<file path="config.mk">
export PLATFORM = sky130hd
export DESIGN_NAME = adc_acq_sequencer
export DESIGN_NICKNAME = d
export VERILOG_FILES = /design/src/design/adc_acq_pkg.sv /design/src/design/adc_acq_sequencer.sv
export SDC_FILE = /design/constraint.sdc
export NUM_CORES = 1
export LEC_CHECK = 0
export ABC_AREA = 1
export ABC_CLOCK_PERIOD_IN_PS = 1550
export BUFFER_PORTS_ARGS = -buffer_cell sky130_fd_sc_hd__buf_2
export CORE_UTILIZATION = 57
export CTS_CLUSTER_DIAMETER = 50
export DETAILED_ROUTE_END_ITERATION = 7
export PLACE_DENSITY = 0.91
export SYNTH_ARGS = -nofsm -noshare
export SYNTH_HDL_FRONTEND = slang
export SYNTH_SLANG_ARGS = --single-unit
</file>
<file path="constraint.sdc">
create_clock -name clk -period 1.55 [get_ports clk]
set_input_delay 0.0775 -clock clk [delete_from_list [all_inputs] [get_ports clk]]
set_output_delay 0.0775 -clock clk [all_outputs]
set_load 0.02 [all_outputs]
</file>
<file path="src/design/adc_acq_pkg.sv">
package adc_acq_pkg;

    // circular buffer address, 256 words deep
    typedef logic [7:0] cbuf_addr_t;

    // one buffer word, two packed 12-bit ADC samples
    typedef logic [31:0] adc_word_t;

    // combined enable inputs {enable1, enable0}
    // 0 is disarmed, 1..3 select the fill type
    typedef logic [1:0] fill_type_t;

    // what a 128-bit frame word carries
    typedef enum logic [1:0] {
        KIND_FILL_HDR = 2'd0,
        KIND_WFM_HDR  = 2'd1,
        KIND_DATA     = 2'd2,
        KIND_CHECKSUM = 2'd3
    } frame_kind_t;

    // fill header payload: [15:0] fill number, [17:16] fill type, [31:24] burst count
    // waveform header payload: [7:0] trigger address
    // checksum payload: [31:0] sum of the fill's data words
    typedef struct packed {
        frame_kind_t  kind;
        logic [127:0] payload;
    } frame_word_t;

    // registered strobes from the sequencer
    typedef struct packed {
        logic fill_hdr_sel;
        logic wfm_hdr_sel;
        logic dat_sel;
        logic checksum_sel;
        logic checksum_update;
        logic frame_wr;
        logic burst_cntr_init;
        logic burst_cntr_en;
        logic fill_cntr_en;
        logic latch_burst;
    } acq_ctrl_t;

endpackage

</file>
<file path="src/design/adc_acq_sequencer.sv">
`timescale 1ns/1ns

module adc_acq_sequencer (
    input  logic                   clk,
    input  logic                   adc_acq_full_reset,
    input  logic                   acq_enable0,
    input  logic                   acq_enable1,
    input  logic                   acq_trig,
    input  logic                   burst_cntr_zero,
    input  logic                   frame_fifo_ready,
    input  logic                   frame_fifo_empty,
    output adc_acq_pkg::fill_type_t fill_type,
    output adc_acq_pkg::acq_ctrl_t  ctrl,
    output logic                   trig_capture,
    output logic                   trig_pop,
    output logic                   acq_done,
    output logic                   acq_enabled,
    output logic                   sm_idle
);

    import adc_acq_pkg::*;

    // one-hot state indices
    localparam int IDLE           = 0;
    localparam int WATCH_FOR_TRIG = 1;
    localparam int FILL_INIT1     = 2;
    localparam int FILL_INIT2     = 3;
    localparam int WAVEFORM_INIT1 = 4;
    localparam int WAVEFORM_INIT2 = 5;
    localparam int WAVEFORM_INIT3 = 6;
    localparam int RUN1           = 7;
    localparam int RUN2           = 8;
    localparam int RUN3           = 9;
    localparam int RUN4           = 10;
    localparam int WAVEFORM_TST1  = 11;
    localparam int WAVEFORM_TST2  = 12;
    localparam int CHECKSUM1      = 13;
    localparam int CHECKSUM2      = 14;
    localparam int DRAIN_WAIT     = 15;
    localparam int DONE           = 16;
    localparam int NUM_STATES     = 17;

    logic [3:0]            en0_sync;
    logic [3:0]            en1_sync;
    logic [3:0]            trig_sync;
    logic                  armed;
    logic [NUM_STATES-1:0] cs;
    logic [NUM_STATES-1:0] ns;

    // enables and trigger come from another domain, four flops each
    always_ff @(posedge clk) begin
        if (adc_acq_full_reset) begin
            en0_sync  <= '0;
            en1_sync  <= '0;
            trig_sync <= '0;
            armed     <= 1'b0;
            fill_type <= '0;
        end else begin
            en0_sync  <= {en0_sync[2:0], acq_enable0};
            en1_sync  <= {en1_sync[2:0], acq_enable1};
            trig_sync <= {trig_sync[2:0], acq_trig};
            // armed whenever either enable is set
            armed     <= en0_sync[3] | en1_sync[3];
            fill_type <= {en1_sync[3], en0_sync[3]};
        end
    end

    always_ff @(posedge clk) begin
        if (adc_acq_full_reset) begin
            cs       <= '0;
            cs[IDLE] <= 1'b1;
        end else begin
            cs <= ns;
        end
    end

    // write states are only entered with room in the frame FIFO,
    // the state in front of each one holds until then
    always_comb begin
        ns = '0;
        case (1'b1)
            cs[IDLE]: begin
                if (armed) ns[WATCH_FOR_TRIG] = 1'b1;
                else       ns[IDLE] = 1'b1;
            end
            // only a trigger moves us forward, disarm drops back to idle
            cs[WATCH_FOR_TRIG]: begin
                if (trig_sync[3]) ns[FILL_INIT1] = 1'b1;
                else if (armed)   ns[WATCH_FOR_TRIG] = 1'b1;
                else              ns[IDLE] = 1'b1;
            end
            cs[FILL_INIT1]: begin
                if (frame_fifo_ready) ns[FILL_INIT2] = 1'b1;
                else                  ns[FILL_INIT1] = 1'b1;
            end
            cs[FILL_INIT2]:     ns[WAVEFORM_INIT1] = 1'b1;
            cs[WAVEFORM_INIT1]: ns[WAVEFORM_INIT2] = 1'b1;
            cs[WAVEFORM_INIT2]: begin
                if (frame_fifo_ready) ns[WAVEFORM_INIT3] = 1'b1;
                else                  ns[WAVEFORM_INIT2] = 1'b1;
            end
            cs[WAVEFORM_INIT3]: ns[RUN1] = 1'b1;
            cs[RUN1]:           ns[RUN2] = 1'b1;
            cs[RUN2]:           ns[RUN3] = 1'b1;
            cs[RUN3]: begin
                if (frame_fifo_ready) ns[RUN4] = 1'b1;
                else                  ns[RUN3] = 1'b1;
            end
            // loop for another burst until the counter runs out
            cs[RUN4]: begin
                if (burst_cntr_zero) ns[WAVEFORM_TST1] = 1'b1;
                else                 ns[RUN1] = 1'b1;
            end
            // single waveform per fill, so the test always falls through
            cs[WAVEFORM_TST1]: ns[WAVEFORM_TST2] = 1'b1;
            cs[WAVEFORM_TST2]: ns[CHECKSUM1] = 1'b1;
            cs[CHECKSUM1]: begin
                if (frame_fifo_ready) ns[CHECKSUM2] = 1'b1;
                else                  ns[CHECKSUM1] = 1'b1;
            end
            cs[CHECKSUM2]: ns[DRAIN_WAIT] = 1'b1;
            // all frame words must have left before we report done
            cs[DRAIN_WAIT]: begin
                if (frame_fifo_empty) ns[DONE] = 1'b1;
                else                  ns[DRAIN_WAIT] = 1'b1;
            end
            // hold off a retrigger from a trigger level still high
            cs[DONE]: begin
                if (armed && trig_sync[3]) ns[DONE] = 1'b1;
                else                       ns[IDLE] = 1'b1;
            end
            default: ns[IDLE] = 1'b1;
        endcase
    end

    // strobes line up with the cycle the next state is entered
    always_ff @(posedge clk) begin
        if (adc_acq_full_reset) begin
            ctrl         <= '0;
            trig_capture <= 1'b0;
            trig_pop     <= 1'b0;
            acq_done     <= 1'b0;
            acq_enabled  <= 1'b0;
            sm_idle      <= 1'b1;
        end else begin
            ctrl.fill_hdr_sel    <= ns[FILL_INIT2];
            ctrl.wfm_hdr_sel     <= ns[WAVEFORM_INIT3];
            ctrl.dat_sel         <= ns[RUN4];
            ctrl.checksum_sel    <= ns[CHECKSUM2];
            ctrl.checksum_update <= ns[RUN4];
            ctrl.frame_wr        <= ns[FILL_INIT2] | ns[WAVEFORM_INIT3] |
                                    ns[RUN4] | ns[CHECKSUM2];
            // read address and waveform address both load from the FIFO head
            ctrl.burst_cntr_init <= ns[WAVEFORM_INIT2];
            ctrl.burst_cntr_en   <= ns[RUN1];
            ctrl.fill_cntr_en    <= ns[CHECKSUM2];
            ctrl.latch_burst     <= ns[RUN1];
            trig_capture         <= cs[WATCH_FOR_TRIG] & ns[FILL_INIT1];
            // set by WAVEFORM_INIT1, pops the head once INIT2 has used it
            trig_pop             <= cs[WAVEFORM_INIT1];
            // one pulse per fill, not repeated while DONE holds
            acq_done             <= cs[DRAIN_WAIT] & ns[DONE];
            acq_enabled          <= ~(ns[IDLE] | ns[WATCH_FOR_TRIG]);
            sm_idle              <= ns[IDLE];
        end
    end

endmodule

</file>
# Yosys cells after proc, flatten, opt, wreduce, memory -nomap -nowiden
# Cells that the tools add are included.
# Widths: inputs -> output; s select.
[totals]
out_inout_bits = 17
elab_cells = 152
in_bits = 8
regBits = 44
[classes]
n_reduce_logical = 8
n_mux = 110
n_bitwise = 9
[ops]
columns = ["operator", "count"]
rows = [
  ["$mux 1", 109],
  ["$reduce_or 12->1", 2],
  ["$reduce_or 15->1", 1],
  ["$reduce_or 13->1", 1],
  ["$reduce_or 9->1", 1],
  ["$reduce_or 8->1", 1],
  ["$or 1x1->1", 5],
  ["$reduce_or 4->1", 1],
  ["$and 1x1->1", 2],
  ["$mux 2", 1],
  ["$not 1->1", 2],
  ["$logic_and 1x1->1", 1],
]

# Depth between registers and ports, before layout
# Gate-level depths: netlist (run 1).
[depth]
depth_word = 21
ltp_mapped = 6
depth_no_buf = 6

# Worst setup path before layout (run 1)
# Ideal clock, no wire load.
[synth_path]
path_type = "register to register"
start = "register cs[0]"
end = "register cs[15]"
n_path_buf = 0
t_arrival_ns = 0.956
slack_ns = 0.521
required_time_ns = 1.478
setup_time_ns = 0.072
synth_period_minus_slack_ns = 1.029
stages_incl_launch_ff = 6
path_cell_list = "dfxtp_1 -> nor2_4 -> nand2_2 -> nor2_4 -> nand2_2 -> nor3b_2"
[synth_between]
elab_chain_cells = 1
[synth_lines]
columns = ["item", "line_no", "source"]
rows = [
  ["start, declared", "adc_acq_sequencer.sv:47", "logic [NUM_STATES-1:0] cs;"],
  ["start signal, assigned", "adc_acq_sequencer.sv:73", "cs <= ns;"],
  ["$reduce_or 15->1 (no source line)", "n/a", ""],
]
# Every way passes these cells.
# A chain may end at the register's enable or synchronous reset.

# Final worst setup path (run 1)
[layout_path]
start = "register cs[7]"
end = "register acq_enabled"
[layout_between]
elab_chain_cells = 10
[layout_lines]
columns = ["item", "line_no", "source"]
rows = [
  ["$mux 1 (8 in series)", "adc_acq_sequencer.sv:81", "case (1'b1)"],
  ["$or 1x1->1", "adc_acq_sequencer.sv:163", "acq_enabled <= ~(ns[IDLE] | ns[WATCH_FOR_TRIG]);"],
  ["$not 1->1", "adc_acq_sequencer.sv:163", ""],
  ["end signal, assigned", "adc_acq_sequencer.sv:163", ""],
  ["end, declared", "adc_acq_sequencer.sv:17", "output logic acq_enabled,"],
]
# Every way passes these cells.

==> impl_metrics.yaml, run 1 <==
critical_path:
  cp-start-kind: "flip-flop"
  cp_max_fo: 5
  worst-setup-path-type: "reg2reg"
  reg2reg_depth: 6
  cp.required_ns: 1.81
  arrival_ns: 1.40
  critical_path.endpoint_type: "flip-flop"
  reg2reg_to: "acq_enabled"
  rr_startpoint: "cs[7]"
  r2r_slack_ns: 0.41
synthesis:
  ys_ff_latch: 37
  synth.top_cell.area_share: 0.547
  synth_fa_ha_area_frac: 0
  synth_xor_area_frac: 0
  synthMuxAreaShare: 0
  ys.flop_type: "dfxtp_1"
  synthArstFlopShare: 0
  ys_seq_area_frac: 0.547
  synth_top_area_cell: "dfxtp_1"
  ys_top_cells_by_area: "dfxtp_1 55%, nor2_1 11%, inv_1 9.4%"
  avgSynthCellArea_um2: 7.97
  synth-simple-area-share: 0.271
  yosys-top-cells-count: "40 x nor2_1, 37 x dfxtp_1, 34 x inv_1"
  synth_nets: 178
  synth_edf_count: 0
  synth_top_family_by_area: "simple AND/OR/NAND/NOR gates"
  syn_inst: 170
  synth.distinct_cells: 18
  synth_area_um2: 1360
  yosysMostFrequentCell: "nor2_1"
  ys.warnings.count: 0
  synth_compound_area_frac: 0.0314
timing:
  clock_skew_ns: 0.00390
  period_needed_ns: 1.14
  hold_viol_final: 0
  setup_viol: 0
  fmaxAchievable_ghz: 0.878
  fin_crit_sh: 0.735
  tightestPinTransition_ns: 0.365
  slew_viol_final: 0
  rsz0062_at_grt: "false"
  maxSlewHeadroom: 0.756
  setup_tns_ns: 0
route:
  ant_nets: 0
  drc: 0
  dr_total_vias: 1052
  wl_per_cell_um: 10.4
  wl_um: 2320
  drt_iter0_markers: 24
  drt-pass1-iter-count: 4
  vias_per_cell: 4.70
floorplan:
  die_y_um: 50.8
  dieWidth_um: 50.8
  die_area_um2: 2580
  fp.coreArea_um2: 2230
  start_util: 0.607
  row_count: 17
  pin_count: 25
clock_tree:
  cts_root_buf: "clkbuf_4"
  insertion_delay_ns: 0.35
  numCtsBuffers: 5
  clk_pin_slew_worst_paths_ns: 0.11
  clock_path_buffers: 2
  post_cts_resized: 0
  h-tree-depth: 2
  clock_sinks: 37
  cts_tree: "built"
  postCtsSetupBuffers: 0
global_route:
  grt_pass1_wl_um: 3970
  track_usage: 0.220
  grt_antenna_before_repair: 0
  grt_pass1_vias: 1022
  overflow: 0
  grt_max_degree: 22
place:
  io_buffer_count: 24
  routabilityCongestion: 0.902
  dp.cells: 211
  hpwl_um: 1640
worst_hold_path:
  hold_end: "en1_sync[2]"
  holdPathStages: 2
  hold_class: "in2reg"
  hold_start: "adc_acq_full_reset"
pwr:
  power_density_nw_per_um2: 1160
  leakage_nw: 0.756
  ir_drop_uv: 1160
layout:
  final_cells: 224
  num-nets-final: 203
  n_antenna_cell: 0
  drive_above_1_share: 0.199
  areaGrowthSynthToFinish_pct: 17.0
run_status:
  outcome: "complete, no violations"
run:
  drv_cap: 0
-- report_power, final --
part | internal [mW] | total (mW) | switching (mW)
Combinational | 0.0234 | 0.0537 | 0.0303
Clock | 0.499 | 0.818 | 0.319
Sequential | 0.963 | 0.968 | 0.00494
-- layout by cell type (no fill, tap or decap) --
cell,n
a21oi_1,5
nor3_2,2
dlygate4sd3_1,5
clkbuf_4,5
nand3_1,7
nor3_1,4
clkinv_2,1
buf_2,24
o21bai_1,1
nor2_1,40
nor2_4,2
nor3b_2,1
nand2_2,2
bufinv_16,2
nand4_1,2
inv_1,34
o21ai_0,2
dfxtp_1,37
or2_1,1
nand3b_1,1
nand2_1,18
-- state kept, by name, summed over array words and instances (netlist names) --
signal        flops
trig_pop          1
acq_done          1
cs               17
trig_sync         4
trig_capture      1
acq_enabled       1
ctrl              1
en0_sync          4
fill_type         2
en1_sync          4
armed             1
-- how the worst max path moves through the flow --
| stage | from | endpoint | slack (ns) |
|---|---|---|---|
| CTS | cs[7] | acq_done | 0.41 |
| detailed placement | cs[7] | acq_enabled | 0.43 |
| global placement | cs[7] | acq_enabled | 0.47 |
| floorplan | cs[0] | cs[15] | 0.52 |
| global route | cs[7] | acq_done | 0.29 |
| finish | cs[7] | acq_enabled | 0.41 |
-- layer usage --
metal	wire [um]	global-route usage	vias up
met2	1090	0.358	39
met4	48	0.116	0
met1	1010	0.229	462
met5	0	0	-
li1	-	-	546
met3	172	0.115	5
-- cell families after synthesis --
family                 count (synthesis)
buffers and inverters                 45
AND/OR/NAND/NOR                       80
AO/OA/AOI/OAI                          8
flip-flops                            37
-- cell type report --
type	instances	area (um2)
clock buffers	5	37.5
clock inverters	3	65.1
fillers	176	648
inverters	34	128
multi-input cells	88	409
flip-flops and latches	37	741
well taps	28	35.0
repair buffers	29	170
-- metrics by stage --
step                      hold WS, ns  worst slack [ns]  utilization  instance area (um2)  power, mW
after floorplan                 0.184             0.521            -                 1360       1.02
after global placement          0.280             0.467        0.641                 1430       1.03
after detailed placement        0.293             0.433        0.641                 1430       1.03
after CTS                       0.101             0.408        0.710                 1590       1.85
after global routing           0.0980             0.287        0.710                 1590       1.91
final                           0.107             0.412        0.710                 1590       1.84
-- what timing repair did --
| item | CTS | global route |
|---|---|---|
| hold buffers | 5 | 0 |
| endpoints found under the hold margin | 5 | 0 |
| setup endpoints to repair | 0 | 0 |
-- worst max-delay path, cell delays in order (launching register included) --
cell and delay, ns:
dfxtp_1 0.37, nor2_1 0.16, nand2_1 0.10, nor2_1 0.19, nand3_1 0.10, nand2_1 0.09, nor2_1 0.04
Note: power is estimated with default switching activity, not from simulation.
==> run 2, diff against run 1 <==
--- a/config.mk
+++ b/config.mk
@@ -6,12 +6,12 @@
 export NUM_CORES = 1
 export LEC_CHECK = 0
 export ABC_AREA = 1
-export ABC_CLOCK_PERIOD_IN_PS = 1550
+export ABC_CLOCK_PERIOD_IN_PS = 1150
 export BUFFER_PORTS_ARGS = -buffer_cell sky130_fd_sc_hd__buf_2
-export CORE_UTILIZATION = 57
+export CORE_UTILIZATION = 53
 export CTS_CLUSTER_DIAMETER = 50
 export DETAILED_ROUTE_END_ITERATION = 7
-export PLACE_DENSITY = 0.91
+export PLACE_DENSITY = 0.87
 export SYNTH_ARGS = -nofsm -noshare
 export SYNTH_HDL_FRONTEND = slang
 export SYNTH_SLANG_ARGS = --single-unit
==> constraint.sdc (replaced) <==
create_clock -name clk -period 1.15 [get_ports clk]
set_input_delay 0.0575 -clock clk [delete_from_list [all_inputs] [get_ports clk]]
set_output_delay 0.0575 -clock clk [all_outputs]
set_load 0.02 [all_outputs]
==> impl_metrics.yaml, run 2 (synthesis results as in run 1) <==
route:
  vias_per_cell: 4.82
  drt-pass1-iter-count: 4
  wl_per_cell_um: 11.5
  wl_um: 2600
  drc: 0
  drt_iter0_markers: 38
  dr_total_vias: 1095
  ant_nets: 0
critical_path:
  cp-start-kind: "primary input"
  critical_path.endpoint_type: "flip-flop"
  critPathSlowestCell: "dlygate4sd3_1"
  arrival_ns: 1.38
  crit_top_cell: "nor2_4"
  reg2reg_depth: 6
  path_cells: "dlygate4sd3_1 -> buf_2 -> nor2_4 -> nand2_4 -> nor2_4 -> nand3_2 -> nor3_2"
  worst-setup-path-type: "in2reg"
  cp_max_fo: 5
  reg2reg_to: "acq_enabled"
  r2r_slack_ns: 0.06
  critical_path.max_stage_delay_ns: 0.53
  cp.required_ns: 1.42
  rr_startpoint: "cs[7]"
clock_tree:
  clock_path_buffers: 2
  cts_root_buf: "clkbuf_4"
  clk_pin_slew_worst_paths_ns: 0.12
  insertion_delay_ns: 0.34
  numCtsBuffers: 5
  clock_sinks: 37
  h-tree-depth: 2
  cts_tree: "built"
floorplan:
  die_y_um: 52.6
  die_area_um2: 2760
  pin_count: 25
  fp.coreArea_um2: 2320
  dieWidth_um: 52.6
  start_util: 0.584
  row_count: 17
layout:
  largest_reg_flops: 17
  seqCellArea_um2: 747
  n_antenna_cell: 0
  final_common_cell: "nor2_1"
  fillers: 190
  drive_above_1_share: 0.256
  regMostFlops: "cs"
  num-nets-final: 206
  final_cell_mix: "35 x nor2_1, 34 x inv_1, 34 x dfxtp_1"
  areaGrowthSynthToFinish_pct: 19.1
  multi_input_area_um2: 439
timing:
  slew_viol_final: 0
  period_needed_ns: 1.11
  hold_viol_final: 0
  clock_skew_ns: 0.0160
  setup_viol: 0
  fin_crit_sh: 0.962
  fmaxAchievable_ghz: 0.904
  tightestPinTransition_ns: 0.268
  rsz0062_at_grt: "true"
  maxSlewHeadroom: 0.820
  finalWorstSetupSlack_ns: 0.0439
pwr:
  ir_drop_uv: 1060
  leakage_nw: 0.764
  p_sw_mw: 0.450
  comb_power_share: 0.038
  p_int_mw: 1.69
  p_sw_frac: 0.210
  p_clk_frac: 0.352
  seq_power_share: 0.610
  power_mw: 2.14
  power_density_nw_per_um2: 1320
place:
  routabilityCongestion: 0.902
  io_buffer_count: 24
  hpwl_um: 1840
  dp_slack_ns: 0.0278
worst_hold_path:
  hold_start: "frame_fifo_empty"
  holdPathStages: 4
  hold_class: "in2reg"
  hold_end: "cs[15]"
global_route:
  grt_max_degree: 19
  grt_pass1_vias: 1012
  grt_pass1_wl_um: 4110
  grt_antenna_before_repair: 0
  overflow: 0
  track_usage: 0.213
run:
  drv_cap: 0
run_status:
  outcome: "complete, no violations"
-- run 2: changes by cell type in the layout (fill, tap and decap cells not counted), moves of 2 or more --
cell | before | now
dfxtp_1 | 37 | 34
nor2_1 | 40 | 35
clkbuf_8 | 0 | 2
bufinv_16 | 2 | 0
nor2_2 | 0 | 4
dfxtp_2 | 0 | 2
buf_4 | 0 | 2
-- run 2: final cells by class --
class                   count  area share
flip-flops and latches     37       0.463
repair buffers             32       0.121
clock inverters             1     0.00310
multi-input cells          88       0.272
clock buffers               7      0.0403
well taps                  28      0.0217
inverters                  34      0.0791
-- run 2: timing repair --
action	4_1_cts	5_1_grt
setup buffers	0	1
hold buffers	5	1
setup endpoints to repair	0	9
gates resized for setup	0	13
endpoints found under the hold margin	6	1
-- run 2: worst max-delay path, delay by kind of cell --
family                 cells  cell delay [ns]
buffers and inverters      2             0.69
and+or+nand+nor            5             0.63
-- run 2: worst max-delay path by stage --
| stage | start | end |
|---|---|---|
| CTS | cs[7] | acq_enabled |
| detailed placement | cs[7] | acq_enabled |
| global placement | cs[7] | acq_enabled |
| floorplan | cs[0] | cs[15] |
| finish | adc_acq_full_reset | cs[13] |
| global route | cs[0] | cs[15] |
-- run 2: stage by stage --
step / utilization / TNS, ns / std cells / instance area (um2) / hold slack, ns
CTS: 0.673 / 0 / 225 / 1560 / 0.00700
floorplan: - / 0 / 170 / 1360 / 0.164
detailed placement: 0.621 / 0 / 212 / 1440 / 0.271
global placement: 0.621 / 0 / 212 / 1440 / 0.261
finish: 0.696 / 0 / 227 / 1610 / 0.100
global route: 0.696 / -0.0460 / 227 / 1610 / 0.116
-- run 2: power by group through the flow --
| stage | clock network, mW | logic [mW] | registers [mW] |
|---|---|---|---|
| floorplan | 0 | 0.0339 | 1.34 |
| global placement | 0 | 0.0596 | 1.33 |
| detailed placement | 0 | 0.0624 | 1.33 |
| CTS | 0.772 | 0.0759 | 1.31 |
| global route | 0.832 | 0.0895 | 1.31 |
| finish | 0.754 | 0.0810 | 1.30 |
-- run 2: metal layers --
metal  part of all wire  global-route usage  up-vias
li1                   -                   -      553
met1               0.42               0.223      493
met2               0.52               0.371       43
met3              0.052              0.0899        6
met4              0.010              0.0877        0
met5                  0                   0        -
==> run 3, diff against run 2 <==
--- a/config.mk
+++ b/config.mk
@@ -5,13 +5,13 @@
 export SDC_FILE = /design/constraint.sdc
 export NUM_CORES = 1
 export LEC_CHECK = 0
-export ABC_AREA = 1
+export ABC_AREA = 0
 export ABC_CLOCK_PERIOD_IN_PS = 1150
 export BUFFER_PORTS_ARGS = -buffer_cell sky130_fd_sc_hd__buf_2
-export CORE_UTILIZATION = 53
+export CORE_UTILIZATION = 52
 export CTS_CLUSTER_DIAMETER = 50
 export DETAILED_ROUTE_END_ITERATION = 7
-export PLACE_DENSITY = 0.87
+export PLACE_DENSITY = 0.86
 export SYNTH_ARGS = -nofsm -noshare
 export SYNTH_HDL_FRONTEND = slang
 export SYNTH_SLANG_ARGS = --single-unit
==> constraint.sdc (replaced) <==
create_clock -name clk -period 1.15 [get_ports clk]
set_input_delay 0.0575 -clock clk [delete_from_list [all_inputs] [get_ports clk]]
set_output_delay 0.0575 -clock clk [all_outputs]
set_load 0.005 [all_outputs]
==> impl_metrics.yaml, run 3 <==
run_status:
  outcome: "finished, violations left"
  violations: "setup timing"
route:
  drc: 0
  wl_um: 3220
  vias_per_cell: 5.39
  ant_nets: 0
  dr_total_vias: 1095
  drt-pass1-iter-count: 4
  wl_per_cell_um: 15.9
  drt_iter0_markers: 25
layout:
  fillers: 119
  regMostFlops: "cs"
  areaGrowthSynthToFinish_pct: 42.5
  largest_reg_flops: 17
  final_common_cell: "dfxtp_1"
  drive_above_1_share: 0.480
  n_antenna_cell: 0
  multi_input_area_um2: 567
  num-nets-final: 182
  final_cell_mix: "34 x dfxtp_1, 24 x buf_2, 19 x buf_4"
  seqCellArea_um2: 744
synthesis:
  synth.top_cell.area_share: 0.574
  ys.flop_type: "dfxtp_1"
  synth_compound_area_frac: 0.0484
  synth_top_area_cell: "dfxtp_1"
  synth_fa_ha_area_frac: 0
  ys_ff_latch: 37
  ys.warnings.count: 0
  avgSynthCellArea_um2: 10.5
  synth_nets: 131
  ys_top_cells_by_area: "dfxtp_1 57%, nor2b_1 7.3%, buf_4 5.2%"
  synth_edf_count: 0
  synth-simple-area-share: 0.308
  syn_inst: 123
  synth.distinct_cells: 30
  yosysMostFrequentCell: "dfxtp_1"
  synthArstFlopShare: 0
  ys_seq_area_frac: 0.574
  synthMuxAreaShare: 0
  synth_area_um2: 1290
  yosys-top-cells-count: "37 x dfxtp_1, 15 x nor2b_1, 10 x nor2_1"
  synth_top_family_by_area: "simple AND/OR/NAND/NOR gates"
  synth_xor_area_frac: 0
floorplan:
  start_util: 0.567
  fp.coreArea_um2: 2280
  die_y_um: 51.8
  row_count: 17
  die_area_um2: 2690
  pin_count: 25
  dieWidth_um: 51.8
place:
  dp_slack_ns: -0.338
  routabilityCongestion: 0.892
  io_buffer_count: 24
  hpwl_um: 1890
timing:
  slew_viol_final: 0
  whs_ns: 0.0244
  tightestPinTransition_ns: 0.311
  clock_skew_ns: 0.0106
  finalWorstSetupSlack_ns: -0.364
  fin_crit_sh: 1.32
  setup_viol: 15
  rsz0062_at_grt: "true"
  period_needed_ns: 1.51
  hold_viol_final: 0
  maxSlewHeadroom: 0.791
  fmaxAchievable_ghz: 0.661
critical_path:
  cp_max_fo: 3
  cp.required_ns: 1.41
  arrival_ns: 1.77
  cp-start-kind: "flip-flop"
  critical_path.endpoint_type: "flip-flop"
  worst-setup-path-type: "reg2reg"
pwr:
  leakage_nw: 0.782
  power_density_nw_per_um2: 1270
  power_mw: 2.34
  ir_drop_uv: 1330
clock_tree:
  clock_sinks: 37
  insertion_delay_ns: 0.34
  cts_tree: "built"
  numCtsBuffers: 5
  h-tree-depth: 2
  clock_path_buffers: 2
  cts_root_buf: "clkbuf_4"
  clk_pin_slew_worst_paths_ns: 0.12
global_route:
  grt_antenna_before_repair: 0
  grt_max_degree: 19
  grt_pass1_vias: 1081
  overflow: 0
  track_usage: 0.258
  grt_pass1_wl_um: 4770
run:
  drv_cap: 0
worst_hold_path:
  hold_class: "in2reg"
run 3: cell families (layout without fill, tap and decap cells):
logic type / Yosys count / after routing
flops: 37 / 37
compound gates: 10 / 10
buf+inv: 15 / 67
simple gates: 61 / 61
run 3: stage by stage:
stage	area (um2)	std cells	utilization	TNS, ns
after global routing	1840	203	0.809	-4.90
after floorplan	1290	123	-	-2.18
after global placement	1520	184	0.669	-2.67
final	1840	203	0.809	-4.15
after CTS	1760	203	0.772	-3.75
after detailed placement	1520	184	0.669	-3.30
run 3: layer usage:
layer / part of all wire / global-route usage / vias up / routed length, um
li1: - / - / 511 / -
met1: 0.42 / 0.267 / 523 / 1360
met2: 0.48 / 0.436 / 51 / 1550
met3: 0.065 / 0.105 / 10 / 210
met4: 0.029 / 0.149 / 0 / 94
met5: 0 / 0 / - / 0
run 3: what timing repair did:
action / in CTS / in global routing
hold endpoints to repair: 6 / 0
hold buffers: 6 / 0
resized for setup: 12 / 18
buffers inserted: 5 / 1
cloned: 0 / 0
setup endpoints to repair: 17 / 20
pin swaps: 5 / 9
run 3: layout make-up:
class / count / area share
multi-input cells: 71 / 0.308
clock buffers: 6 / 0.0279
well taps: 28 / 0.0190
inverters: 4 / 0.00816
repair buffers: 55 / 0.212
flip-flops and latches: 37 / 0.404
clock inverters: 2 / 0.0204
run 3: worst paths after layout:
kind / startpoint / endpoint / slack (ns) / depth (start not counted)
min reg2reg: en1_sync[1] / en1_sync[2] / 0.45 / 1
min: adc_acq_full_reset / trig_capture / 0.02 / 3
max: cs[2] / cs[15] / -0.36 / 4
max reg2reg: cs[2] / cs[15] / -0.36 / 4
run 3: power breakdown:
part	switching (mW)	internal (mW)	leakage, nW
registers	0.00548	1.30	0.300
logic	0.0420	0.0479	0.437
clock network	0.431	0.517	0.0445
total	0.479	1.86	0.782
run 3: critical path, stage by stage (launching register included):
cell and delay (ns):
dfxtp_2 0.34, or4_4 0.57, nor3_4 0.19, nand2_2 0.13, nor4b_4 0.21
